`src/design/tage_update_pkg.sv`:
```
`default_nettype none

// shared sizes and vector types for the TAGE update controller
package tage_update_pkg;

	// bank 0 is the bimodal table, banks 1..4 are tagged
	localparam int NUM_BANKS  = 5;
	localparam int NUM_TAGGED = 4;

	localparam int U_WIDTH = 2;	// usefulness field per tagged entry

	// one bit per bank, bit 0 is bimodal
	typedef logic [NUM_BANKS-1:0] bank_vec_t;

	// one bit per tagged bank, indexed by bank number
	typedef logic [NUM_TAGGED:1] tag_vec_t;

	// usefulness of every tagged bank, u_bits[i] belongs to bank i
	typedef logic [NUM_TAGGED:1][U_WIDTH-1:0] u_bits_t;

endpackage

`default_nettype wire

```
`src/design/counter_update.sv`:
```
`default_nettype none

// prediction counter direction for the provider bank
// a correct prediction strengthens the counter, a mispredict weakens it
module counter_update (
	input  tage_update_pkg::bank_vec_t provider,
	input  tage_update_pkg::bank_vec_t bank_pred,
	input  logic                       mispredict,
	output tage_update_pkg::bank_vec_t ctr_inc_nx,
	output tage_update_pkg::bank_vec_t ctr_dec_nx
);

	// per bank: 1 means move the counter toward taken
	tage_update_pkg::bank_vec_t toward_taken;

	// correct and taken -> count up
	// correct and not taken -> count down
	// wrong and taken -> count down (weaken)
	// wrong and not taken -> count up (weaken)
	assign toward_taken = bank_pred ^ {tage_update_pkg::NUM_BANKS{mispredict}};

	// only the provider counter ever moves
	assign ctr_inc_nx = provider & toward_taken;
	assign ctr_dec_nx = provider & ~toward_taken;

endmodule

`default_nettype wire

```
`src/design/provider_select.sv`:
```
`default_nettype none

// picks the provider bank and the alternate hits
// longest history wins, bimodal bank 0 is the fallback
module provider_select (
	input  tage_update_pkg::tag_vec_t  hit,
	output tage_update_pkg::bank_vec_t provider,
	output tage_update_pkg::tag_vec_t  alt_hit
);

	always_comb begin
		logic found;	// a higher bank already claimed the provider role

		found    = 1'b0;
		provider = '0;
		alt_hit  = '0;

		// search from the longest history table downward
		for (int i = tage_update_pkg::NUM_TAGGED; i >= 1; i--) begin
			if (hit[i] && !found) begin
				provider[i] = 1'b1;
				found       = 1'b1;
			end else if (hit[i]) begin
				alt_hit[i] = 1'b1;	// hit below the provider
			end
		end

		if (!found) begin
			provider[0] = 1'b1;	// no tag match, bimodal predicts
		end
	end

endmodule

`default_nettype wire

```
`src/design/tage_update.sv`:
```
`default_nettype none

// TAGE update controller, one bimodal and four tagged banks
// decisions are combinational, outputs come one clock after the strobe
module tage_update (
	input  logic                       CLK,
	input  logic                       rst_n,
	input  logic                       update_en,
	input  logic                       pred_final,
	input  logic                       outcome,
	input  tage_update_pkg::tag_vec_t  hit,
	input  tage_update_pkg::bank_vec_t bank_pred,
	input  tage_update_pkg::u_bits_t   u_bits,
	output tage_update_pkg::bank_vec_t ctr_inc,
	output tage_update_pkg::bank_vec_t ctr_dec,
	output tage_update_pkg::tag_vec_t  u_inc,
	output tage_update_pkg::tag_vec_t  u_dec,
	output logic                       alloc
);

	tage_update_pkg::bank_vec_t provider;
	tage_update_pkg::tag_vec_t  alt_hit;
	logic                       mispredict;

	// next-cycle decisions
	tage_update_pkg::bank_vec_t ctr_inc_nx;
	tage_update_pkg::bank_vec_t ctr_dec_nx;
	tage_update_pkg::tag_vec_t  u_inc_nx;
	tage_update_pkg::tag_vec_t  u_dec_nx;
	logic                       alloc_nx;

	provider_select sel_i (
		.hit      (hit),
		.provider (provider),
		.alt_hit  (alt_hit)
	);

	counter_update ctr_i (
		.provider   (provider),
		.bank_pred  (bank_pred),
		.mispredict (mispredict),
		.ctr_inc_nx (ctr_inc_nx),
		.ctr_dec_nx (ctr_dec_nx)
	);

	useful_alloc use_i (
		.provider   (provider),
		.alt_hit    (alt_hit),
		.bank_pred  (bank_pred),
		.pred_final (pred_final),
		.mispredict (mispredict),
		.u_bits     (u_bits),
		.u_inc_nx   (u_inc_nx),
		.u_dec_nx   (u_dec_nx),
		.alloc_nx   (alloc_nx)
	);

	update_commit commit_i (
		.CLK        (CLK),
		.rst_n      (rst_n),
		.update_en  (update_en),
		.pred_final (pred_final),
		.outcome    (outcome),
		.mispredict (mispredict),
		.ctr_inc_nx (ctr_inc_nx),
		.ctr_dec_nx (ctr_dec_nx),
		.u_inc_nx   (u_inc_nx),
		.u_dec_nx   (u_dec_nx),
		.alloc_nx   (alloc_nx),
		.ctr_inc    (ctr_inc),
		.ctr_dec    (ctr_dec),
		.u_inc      (u_inc),
		.u_dec      (u_dec),
		.alloc      (alloc)
	);

endmodule

`default_nettype wire

```
`src/design/update_commit.sv`:
```
`default_nettype none

// register stage for the update decisions
// every output is a one-cycle pulse following the update strobe
module update_commit (
	input  logic                       CLK,
	input  logic                       rst_n,
	input  logic                       update_en,
	input  logic                       pred_final,
	input  logic                       outcome,
	output logic                       mispredict,
	input  tage_update_pkg::bank_vec_t ctr_inc_nx,
	input  tage_update_pkg::bank_vec_t ctr_dec_nx,
	input  tage_update_pkg::tag_vec_t  u_inc_nx,
	input  tage_update_pkg::tag_vec_t  u_dec_nx,
	input  logic                       alloc_nx,
	output tage_update_pkg::bank_vec_t ctr_inc,
	output tage_update_pkg::bank_vec_t ctr_dec,
	output tage_update_pkg::tag_vec_t  u_inc,
	output tage_update_pkg::tag_vec_t  u_dec,
	output logic                       alloc
);

	// final direction disagreed with the resolved branch
	assign mispredict = pred_final ^ outcome;

	always_ff @(posedge CLK or negedge rst_n) begin
		if (!rst_n) begin
			ctr_inc <= '0;
			ctr_dec <= '0;
			u_inc   <= '0;
			u_dec   <= '0;
			alloc   <= 1'b0;
		end else if (update_en) begin
			ctr_inc <= ctr_inc_nx;
			ctr_dec <= ctr_dec_nx;
			u_inc   <= u_inc_nx;
			u_dec   <= u_dec_nx;
			alloc   <= alloc_nx;
		end else begin
			// idle cycle, drop last pulse
			ctr_inc <= '0;
			ctr_dec <= '0;
			u_inc   <= '0;
			u_dec   <= '0;
			alloc   <= 1'b0;
		end
	end

endmodule

`default_nettype wire

```
`src/design/useful_alloc.sv`:
```
`default_nettype none

// usefulness increments and decrements, plus the allocation request
// on a mispredict the victim is flagged on the decrement lines
module useful_alloc (
	input  tage_update_pkg::bank_vec_t provider,
	input  tage_update_pkg::tag_vec_t  alt_hit,
	input  tage_update_pkg::bank_vec_t bank_pred,
	input  logic                       pred_final,
	input  logic                       mispredict,
	input  tage_update_pkg::u_bits_t   u_bits,
	output tage_update_pkg::tag_vec_t  u_inc_nx,
	output tage_update_pkg::tag_vec_t  u_dec_nx,
	output logic                       alloc_nx
);

	tage_update_pkg::tag_vec_t prov_tag;	// provider one-hot, tagged banks only
	tage_update_pkg::tag_vec_t agree;	// bank direction equals final prediction
	tage_update_pkg::tag_vec_t above;	// banks with longer history than provider
	tage_update_pkg::tag_vec_t zero_u;	// usefulness field is zero
	tage_update_pkg::tag_vec_t victim;	// lowest zero-usefulness bank above provider

	assign prov_tag = provider[tage_update_pkg::NUM_TAGGED:1];
	assign agree    = ~(bank_pred[tage_update_pkg::NUM_TAGGED:1] ^
			{tage_update_pkg::NUM_TAGGED{pred_final}});

	// scan upward from the provider for an allocation candidate
	always_comb begin
		logic below;	// provider sits at or under the current bank
		logic claimed;

		below   = provider[0];
		claimed = 1'b0;
		above   = '0;
		zero_u  = '0;
		victim  = '0;

		for (int i = 1; i <= tage_update_pkg::NUM_TAGGED; i++) begin
			above[i]  = below;
			below     = below | provider[i];
			zero_u[i] = (u_bits[i] == '0);
			if (above[i] && zero_u[i] && !claimed) begin
				victim[i] = 1'b1;
				claimed   = 1'b1;
			end
		end
	end

	always_comb begin
		u_inc_nx = '0;
		u_dec_nx = '0;
		alloc_nx = 1'b0;

		if (mispredict) begin
			// provider was wrong, it loses usefulness
			if (victim != '0) begin
				alloc_nx = 1'b1;
				u_dec_nx = prov_tag | victim;
			end else begin
				// nothing free above, age every longer table
				u_dec_nx = prov_tag | above;
			end
		end else begin
			u_inc_nx = prov_tag | (alt_hit & agree);
			u_dec_nx = alt_hit & ~agree;	// alternates that disagreed
		end
	end

endmodule

`default_nettype wire

```
`config.mk`:
```
export PLATFORM = sky130hd
export DESIGN_NAME = tage_update
export DESIGN_NICKNAME = d
export VERILOG_FILES = /design/src/design/tage_update_pkg.sv /design/src/design/counter_update.sv /design/src/design/provider_select.sv /design/src/design/tage_update.sv /design/src/design/update_commit.sv /design/src/design/useful_alloc.sv
export SDC_FILE = /design/constraint.sdc
export NUM_CORES = 1
export LEC_CHECK = 0
export ABC_AREA = 0
export BUFFER_PORTS_ARGS = -buffer_cell sky130_fd_sc_hd__buf_4
export CORE_UTILIZATION = 49
export CTS_BUF_LIST = sky130_fd_sc_hd__clkbuf_16
export DETAILED_ROUTE_END_ITERATION = 8
export MAX_ROUTING_LAYER = met4
export PLACE_DENSITY = 0.9
export SETUP_SLACK_MARGIN = 0.15
export SYNTH_ARGS = -nofsm -noshare
export SYNTH_HDL_FRONTEND = slang
export SYNTH_SLANG_ARGS = --single-unit
```
`constraint.sdc`:
```
create_clock -name CLK -period 0.95 [get_ports CLK]
set_input_delay 0.1425 -clock CLK [delete_from_list [all_inputs] [get_ports CLK]]
set_output_delay 0.1425 -clock CLK [all_outputs]
set_load 0.05 [all_outputs]
```
==> results.yml, run 1 <==
synthesis:
  synth_mux_area_share_pct: 1.051
  fraction_of_the_yosys_area_taken_by_sequential_cells_pct: 49.93
  yosys_register_bits: 19
  synth_simple_gate_area_share_pct: 22.21
  syn_area_per_cell_um2: 10.24
  synth.yosys.warnings: 0
  postSynthNetCount: 115
  netlist.top_cell.by_area: "sky130_fd_sc_hd__dfrtp_1"
  synth_edf_count: 0
  synth_fa_ha_area_share_pct: 0
  synthXorXnorAreaFrac_pct: 10.12
  synthTopCellsByArea: "sky130_fd_sc_hd__dfrtp_1, sky130_fd_sc_hd__xnor2_1, sky130_fd_sc_hd__nand2_1, sky130_fd_sc_hd__nor2_1, sky130_fd_sc_hd__nor3b_1"
  mappedNetlistArea_um2: 952.2
  synth_ff_type: "sky130_fd_sc_hd__dfrtp_1"
  yosys.area.top_type_share_pct: 49.93
  post_synth_inst_count: 93
  async_flop_share_pct: 100.0
  synth_top_family_by_area: "simple AND/OR/NAND/NOR gates"
  synthesized_area_fraction_occupied_by_ao_oa_aoi_and_oai_cells_pct: 13.01
  distinct_cell_type_count_of_the_synthesized_netlist: 36
sta:
  worstEndpointType: "sequential cell input"
  worst_endpoint: "commit_i.u_dec[1]$_DFF_PN0_/D"
placed_design:
  detailed_place_hpwl_um: 1843
  place_inst: 170
  port_buffers: 40
  globalplace.congestion: 0.8698
  detailed_place.area_um2: 1419
clock_network:
  tritoncts.num_buffers: 3
  clk_root_buffer_cell: "sky130_fd_sc_hd__clkbuf_16"
  cts-htree-levels: 1
  clk_path_buf_depth: 2
  clock-sinks: 19
status:
  lastStage: "global routing"
  tool.error: "[ERROR DPL-0033] detailed placement checks failed during check placement."
  outcome: "stopped before the end"
die:
  chipWidth_um: 46.08
  boundaryPins: 41
  initial_core_util_pct: 53.40
  row_count: 15
  die_h_um: 46.08
global_route:
  grt_max_degree: 20
  grt_antenna_before_repair: 0
[Yosys cell counts (2+ instances only)]
cell type                  count
sky130_fd_sc_hd__dfrtp_1      19
sky130_fd_sc_hd__nor3_1        5
sky130_fd_sc_hd__nand2_1      10
sky130_fd_sc_hd__xnor2_1       5
sky130_fd_sc_hd__nor3b_1       4
sky130_fd_sc_hd__inv_1         2
sky130_fd_sc_hd__nand3_1       2
sky130_fd_sc_hd__o21ai_0       4
sky130_fd_sc_hd__o311a_1       2
sky130_fd_sc_hd__nor2_1       10
sky130_fd_sc_hd__a21oi_1       2
sky130_fd_sc_hd__clkbuf_1      3
sky130_fd_sc_hd__or3_1         2
[cells by family after synthesis]
logic type      count (synthesis)
mux                             1
buf+inv                         7
compound gates                 17
flops                          19
xor+xnor                        8
simple gates                   41
[per-stage QoR]
| stage | TNS, ns | setup WS, ns |
|---|---|---|
| after floorplan | -1.272 | -0.3044 |
| after global placement | -3.506 | -0.4272 |
| after detailed placement | -3.998 | -0.4532 |
| after CTS | -0.6329 | -0.1615 |
[repair_timing]
action,CTS
hold buffers,1
endpoints found under the setup margin,32
gates cloned,0
gates resized for setup,34
setup buffers,1
endpoints found under the hold margin,19
pin swaps,9
==> run 2, diff against run 1 <==
--- a/config.mk
+++ b/config.mk
@@ -7,12 +7,10 @@
 export LEC_CHECK = 0
 export ABC_AREA = 0
 export BUFFER_PORTS_ARGS = -buffer_cell sky130_fd_sc_hd__buf_4
-export CORE_UTILIZATION = 49
-export CTS_BUF_LIST = sky130_fd_sc_hd__clkbuf_16
+export CORE_AREA = 2 2 63 65
 export DETAILED_ROUTE_END_ITERATION = 8
-export MAX_ROUTING_LAYER = met4
-export PLACE_DENSITY = 0.9
-export SETUP_SLACK_MARGIN = 0.15
+export DIE_AREA = 0 0 65 67
+export PLACE_DENSITY_LB_ADDON = 0.15
 export SYNTH_ARGS = -nofsm -noshare
 export SYNTH_HDL_FRONTEND = slang
 export SYNTH_SLANG_ARGS = --single-unit
==> results.yml, run 2 <==
die:
  die_h_um: 67
  boundaryPins: 41
  chipWidth_um: 65
  placeableCoreArea_um2: 3606
  die_area_um2: 4355
  row_count: 22
  initial_core_util_pct: 26.41
finish:
  final.fill_count: 363
  drive_above_1_share_pct: 47.65
  reg_top3: "commit_i.ctr_dec x5, commit_i.ctr_inc x5"
  synthToLayoutAreaGrowth_pct: 67.81
  commonest_non_fill_non_tap_cell_in_the_layout: "sky130_fd_sc_hd__buf_4"
  nets: 172
  highest_count_cells_in_the_layout_ignoring_fill_and_taps: "sky130_fd_sc_hd__buf_4, sky130_fd_sc_hd__buf_6, sky130_fd_sc_hd__dfrtp_1"
  antenna-diode-count: 0
  finish.utilization_pct: 44.31
placed_design:
  dp_worst_setup_slack_ns: -0.4569
  port_buffers: 40
  globalplace.congestion: 0.8435
  detailed_place_hpwl_um: 1885
sta:
  maxSlewHeadroom_pct: 79.64
  report.final.hold_viol_count: 0
  min_period_over_period_pct: 115.3
  worstMarginPinSlew_ns: 0.3054
  finalWorstSetupSlack_ns: -0.1450
  slew_violations: 0
  setup_repair_after_global_routing_missed_its_margin: "yes"
  timing.final.crit_period_ns: 1.095
  maxClockFrequency_mhz: 913.3
  hold_ws_ns: 0.1644
  final_number_of_setup_violating_endpoints: 4
  fin_tns_setup_ns: -0.3095
status:
  outcome: "complete, but fails checks"
  failing_checks: "setup timing"
synthesis:
  synth_ff_type: "sky130_fd_sc_hd__dfrtp_1"
  synth_simple_gate_area_share_pct: 22.21
  fraction_of_the_yosys_area_taken_by_sequential_cells_pct: 49.93
  yosys.area.top_type_share_pct: 49.93
  post_synth_most_frequent_cells: "sky130_fd_sc_hd__dfrtp_1, sky130_fd_sc_hd__nand2_1, sky130_fd_sc_hd__nor2_1, sky130_fd_sc_hd__nor3_1, sky130_fd_sc_hd__xnor2_1"
  syn_area_per_cell_um2: 10.24
  distinct_cell_type_count_of_the_synthesized_netlist: 36
  synth_fa_ha_area_share_pct: 0
  mappedNetlistArea_um2: 952.2
  synth_top_family_by_area: "simple AND/OR/NAND/NOR gates"
  postSynthNetCount: 115
  post-synth-top-count-cell: "sky130_fd_sc_hd__dfrtp_1"
  synthTopCellsByArea: "sky130_fd_sc_hd__dfrtp_1, sky130_fd_sc_hd__xnor2_1, sky130_fd_sc_hd__nand2_1, sky130_fd_sc_hd__nor2_1, sky130_fd_sc_hd__nor3b_1"
  post_synth_inst_count: 93
  synth_mux_area_share_pct: 1.051
  synth_edf_count: 0
  netlist.top_cell.by_area: "sky130_fd_sc_hd__dfrtp_1"
  yosys_register_bits: 19
  synthXorXnorAreaFrac_pct: 10.12
  synthesized_area_fraction_occupied_by_ao_oa_aoi_and_oai_cells_pct: 13.01
  synth.yosys.warnings: 0
  async_flop_share_pct: 100.0
global_route:
  grt_antenna_before_repair: 0
  grt_util_all_layers_pct: 11.83
  grt_first_pass_wirelength_um: 3864
  via_count_of_the_first_global_routing_pass: 871
  grt_max_degree: 20
  grt-ovfl-total: 0
route:
  drt_pass_1_iters: 4
  ant_nets: 0
  route.detailed.wl_per_inst_um: 11.78
  routed_wl_um: 2320
  vias: 862
  drc_errors: 0
  vias_per_std_cell: 4.376
  first_iter_violations: 69
clock_network:
  clk_path_buf_depth: 2
  clk_root_buffer_cell: "sky130_fd_sc_hd__clkbuf_8"
  cts_tree: "yes"
  clk_transition_reported_paths_ns: 0.07
  tritoncts.num_buffers: 3
  cts-htree-levels: 1
  clock-sinks: 19
worst_setup_path:
  required_time_worst_endpoint_ns: 1.09
  critical_path_class: "in2reg"
  worst_setup_path_start_kind: "primary input"
  worstPathArrival_ns: 1.23
  critical_path.endpoint_type: "register"
  origin_of_the_worst_setup_path: "u_bits[5]"
  critical_path_peak_fanout: 3
pwr:
  sum_of_internal_switching_and_leakage_power_mw: 1.989
  p_leak_nw: 0.7530
  comb_power_share_pct: 29.0
  power.share.clock_pct: 27.9
  intPower_mw: 1.405
  power.share.sequential_pct: 43.1
  power.density_cell_area_nw_per_um2: 1245
  total_switching_power_mw: 0.5841
  largest_voltage_drop_on_the_vdd_net_uv: 479.6
  swShare_pct: 29.37
hold_path:
  worst_hold_path_type: "in2reg"
  worstHoldStart: "update_en"
flow_run:
  cap_viol_max_count: 0
## run 2: routing by layer
metal	up-vias	track usage, %	routed length [um]
li1	433	-	-
met5	-	0	0
met3	5	1.182	113
met1	396	14.21	1009
met2	28	20.75	1146
met4	0	6.383	51
## run 2: area by class of cell
cell class              instances  area [um2]  area share, %
repair buffers                 57       516.7          32.34
multi-input cells              67       493.0          30.85
flip-flops and latches         19       475.5          29.76
well taps                      48       60.06          3.759
clock buffers                   4       45.04          2.819
inverters                       2       7.507         0.4699
## run 2: cells by family (layout without fill, tap and decap cells)
logic type	count (synthesis)	after routing
mux	1	1
simple gates	41	41
xor+xnor	8	8
buf+inv	7	63
compound gates	17	17
flops	19	19
## run 2: worst max-delay path: stages
cell	delay, ns
sky130_fd_sc_hd__buf_6	0.09
sky130_fd_sc_hd__or4_4	0.55
sky130_fd_sc_hd__o31ai_4	0.08
sky130_fd_sc_hd__o21ai_2	0.09
sky130_fd_sc_hd__o311a_1	0.29
## run 2: final timing paths
path	cells past startpoint	endpoint	slack, ns
worst max-delay path	5	commit_i.u_dec[1]	-0.14
worst min-delay path	3	commit_i.alloc	0.16
max in group asynchronous	2	commit_i.u_dec[1]	0.46
min in group asynchronous	2	commit_i.ctr_inc[4]	0.29
## run 2: through the flow
step	instance area, um2	cells
6_report	1598	197
4_1_cts	1562	197
2_1_floorplan	989.7	93
3_3_place_gp	1428	191
5_1_grt	1598	197
3_5_place_dp	1428	191
## run 2: power by group through the flow
stage / combinational (mW) / sequential, mW / clock [mW]
4_1_cts: 0.573 / 0.854 / 0.574
3_5_place_dp: 0.544 / 0.867 / 0
6_report: 0.577 / 0.857 / 0.555
3_3_place_gp: 0.539 / 0.866 / 0
5_1_grt: 0.623 / 0.859 / 0.623
2_1_floorplan: 0.188 / 0.983 / 0
## run 2: repair_timing
action,CTS,global route
hold buffers,1,0
setup endpoints to repair,15,21
endpoints found under the hold margin,19,0
gates resized for setup,19,10
pin swaps,5,1
buffers inserted,1,0
(Power assumes the default switching activity.)
==> run 3, diff against run 2 <==
--- a/config.mk
+++ b/config.mk
@@ -6,7 +6,7 @@
 export NUM_CORES = 1
 export LEC_CHECK = 0
 export ABC_AREA = 0
-export BUFFER_PORTS_ARGS = -buffer_cell sky130_fd_sc_hd__buf_4
+export BUFFER_PORTS_ARGS = -buffer_cell sky130_fd_sc_hd__buf_2
 export CORE_AREA = 2 2 63 65
 export DETAILED_ROUTE_END_ITERATION = 8
 export DIE_AREA = 0 0 65 67
==> results.yml, run 3 (synthesis results as in run 2) <==
sta:
  worstMarginPinSlew_ns: 0.4154
  min_period_over_period_pct: 114.6
  maxClockFrequency_mhz: 918.2
  fin_tns_setup_ns: -0.4514
  report.final.hold_viol_count: 0
  final_number_of_setup_violating_endpoints: 5
  maxSlewHeadroom_pct: 72.31
  timing.final.crit_period_ns: 1.089
  setup_repair_after_global_routing_missed_its_margin: "yes"
  slew_violations: 0
  finalWorstSetupSlack_ns: -0.1391
route:
  vias: 865
  vias_per_std_cell: 4.369
  drc_errors: 0
  ant_nets: 0
  routed_wl_um: 2331
  route.detailed.wl_per_inst_um: 11.77
  first_iter_violations: 43
  drt_pass_1_iters: 4
worst_setup_path:
  critical-path-max-stage-delay_ns: 0.54
  critical_path.endpoint_type: "register"
  critical_path_class: "in2reg"
  critical_path_peak_fanout: 3
  worst_setup_path_start_kind: "primary input"
  worstPathArrival_ns: 1.23
  required_time_worst_endpoint_ns: 1.09
  critical-path-slowest-cell: "sky130_fd_sc_hd__or4_4"
  path_cells: "buf_6 > or4_4 > o31ai_4 > o21ai_2 > o311a_1"
clock_network:
  clk_root_buffer_cell: "sky130_fd_sc_hd__clkbuf_8"
  tritoncts.num_buffers: 3
  cts-htree-levels: 1
  clk_path_buf_depth: 2
  clock-sinks: 19
  cts_tree: "yes"
  clk_transition_reported_paths_ns: 0.07
status:
  failing_checks: "setup timing"
  outcome: "complete, but fails checks"
finish:
  post-route-cell-area_um2: 1558
  final.fill_count: 360
  synthToLayoutAreaGrowth_pct: 63.60
  antenna-diode-count: 0
  nets: 173
  drive_above_1_share_pct: 48.67
  commonest_non_fill_non_tap_cell_in_the_layout: "sky130_fd_sc_hd__buf_6"
  finish.utilization_pct: 43.20
  highest_count_cells_in_the_layout_ignoring_fill_and_taps: "sky130_fd_sc_hd__buf_6, sky130_fd_sc_hd__dfrtp_1, sky130_fd_sc_hd__buf_2"
  reg_top3: "commit_i.ctr_dec x5, commit_i.ctr_inc x5"
placed_design:
  port_buffers: 40
  dp_worst_setup_slack_ns: -0.4631
  detailed_place.area_um2: 1335
  globalplace.congestion: 0.7852
  detailed_place_hpwl_um: 1868
pwr:
  swShare_pct: 29.85
  largest_voltage_drop_on_the_vdd_net_uv: 445.7
  power.share.sequential_pct: 43.4
  p_leak_nw: 0.7370
  total_switching_power_mw: 0.5885
  power.share.clock_pct: 28.1
  intPower_mw: 1.383
  comb_power_share_pct: 28.5
  power.density_cell_area_nw_per_um2: 1266
die:
  boundaryPins: 41
  chipWidth_um: 65
  die_h_um: 67
  row_count: 22
  placeableCoreArea_um2: 3606
  initial_core_util_pct: 26.41
  die_area_um2: 4355
global_route:
  grt_antenna_before_repair: 0
  via_count_of_the_first_global_routing_pass: 806
  grt_max_degree: 20
  grt_util_all_layers_pct: 11.48
  grt_first_pass_wirelength_um: 3753
  grt-ovfl-total: 0
flow_run:
  cap_viol_max_count: 0
hold_path:
  worst_hold_path_type: "in2reg"
==> run 3: repair_timing <==
action / in CTS / in global routing
pin swaps: 6 / 1
resized for setup: 31 / 16
gates cloned: 0 / 0
hold endpoints to repair: 19 / 0
buffers inserted: 1 / 0
endpoints found under the setup margin: 27 / 26
hold buffers: 1 / 0
==> run 3: layout make-up <==
class	count	area [um2]	share of cell area (%)
clock buffers	4	45.04	2.892
inverters	2	7.507	0.4819
multi-input cells	67	496.7	31.89
flip-flops and latches	19	475.5	30.52
well taps	48	60.06	3.855
repair buffers	58	473.0	30.36
==> run 3: layer usage <==
metal  wire length (um)  track usage, %  vias up
met5                  0               0        -
met4                 44           6.383        0
met3                115          0.5068        4
met2               1141           18.56       29
met1               1030           15.37      398
li1                   -               -      434
==> run 3: power groups by stage <==
stage          Sequential [mW]  Clock, mW  Combinational (mW)
2_1_floorplan            0.983          0               0.188
3_5_place_dp             0.864          0               0.503
6_report                 0.856      0.555               0.561
4_1_cts                  0.852      0.564               0.545
3_3_place_gp             0.864          0               0.498
5_1_grt                  0.857      0.624               0.608
==> run 3: through the flow <==
step | cells | hold WS (ns) | power [mW]
after floorplan | 93 | -0.1531 | 1.171
after global placement | 192 | 0.09496 | 1.361
after detailed placement | 192 | 0.1009 | 1.366
after CTS | 198 | 0.1669 | 1.961
after global routing | 198 | 0.1991 | 2.089
final | 198 | 0.1734 | 1.972
==> run 3: critical path: cells and delay by family <==
family	cells	cell delay, ns
compound gates	3	0.45
buf+inv	1	0.09
simple gates	1	0.54
==> run 3: final timing paths <==
kind / start / to / slack [ns] / cells past startpoint
max: u_bits[4] / commit_i.u_dec[0] / -0.14 / 5
min: bank_pred[0] / commit_i.ctr_inc[0] / 0.17 / 3
max in group asynchronous: rst_n / commit_i.alloc / 0.31 / 2
min in group asynchronous: rst_n / commit_i.u_dec[3] / 0.35 / 2
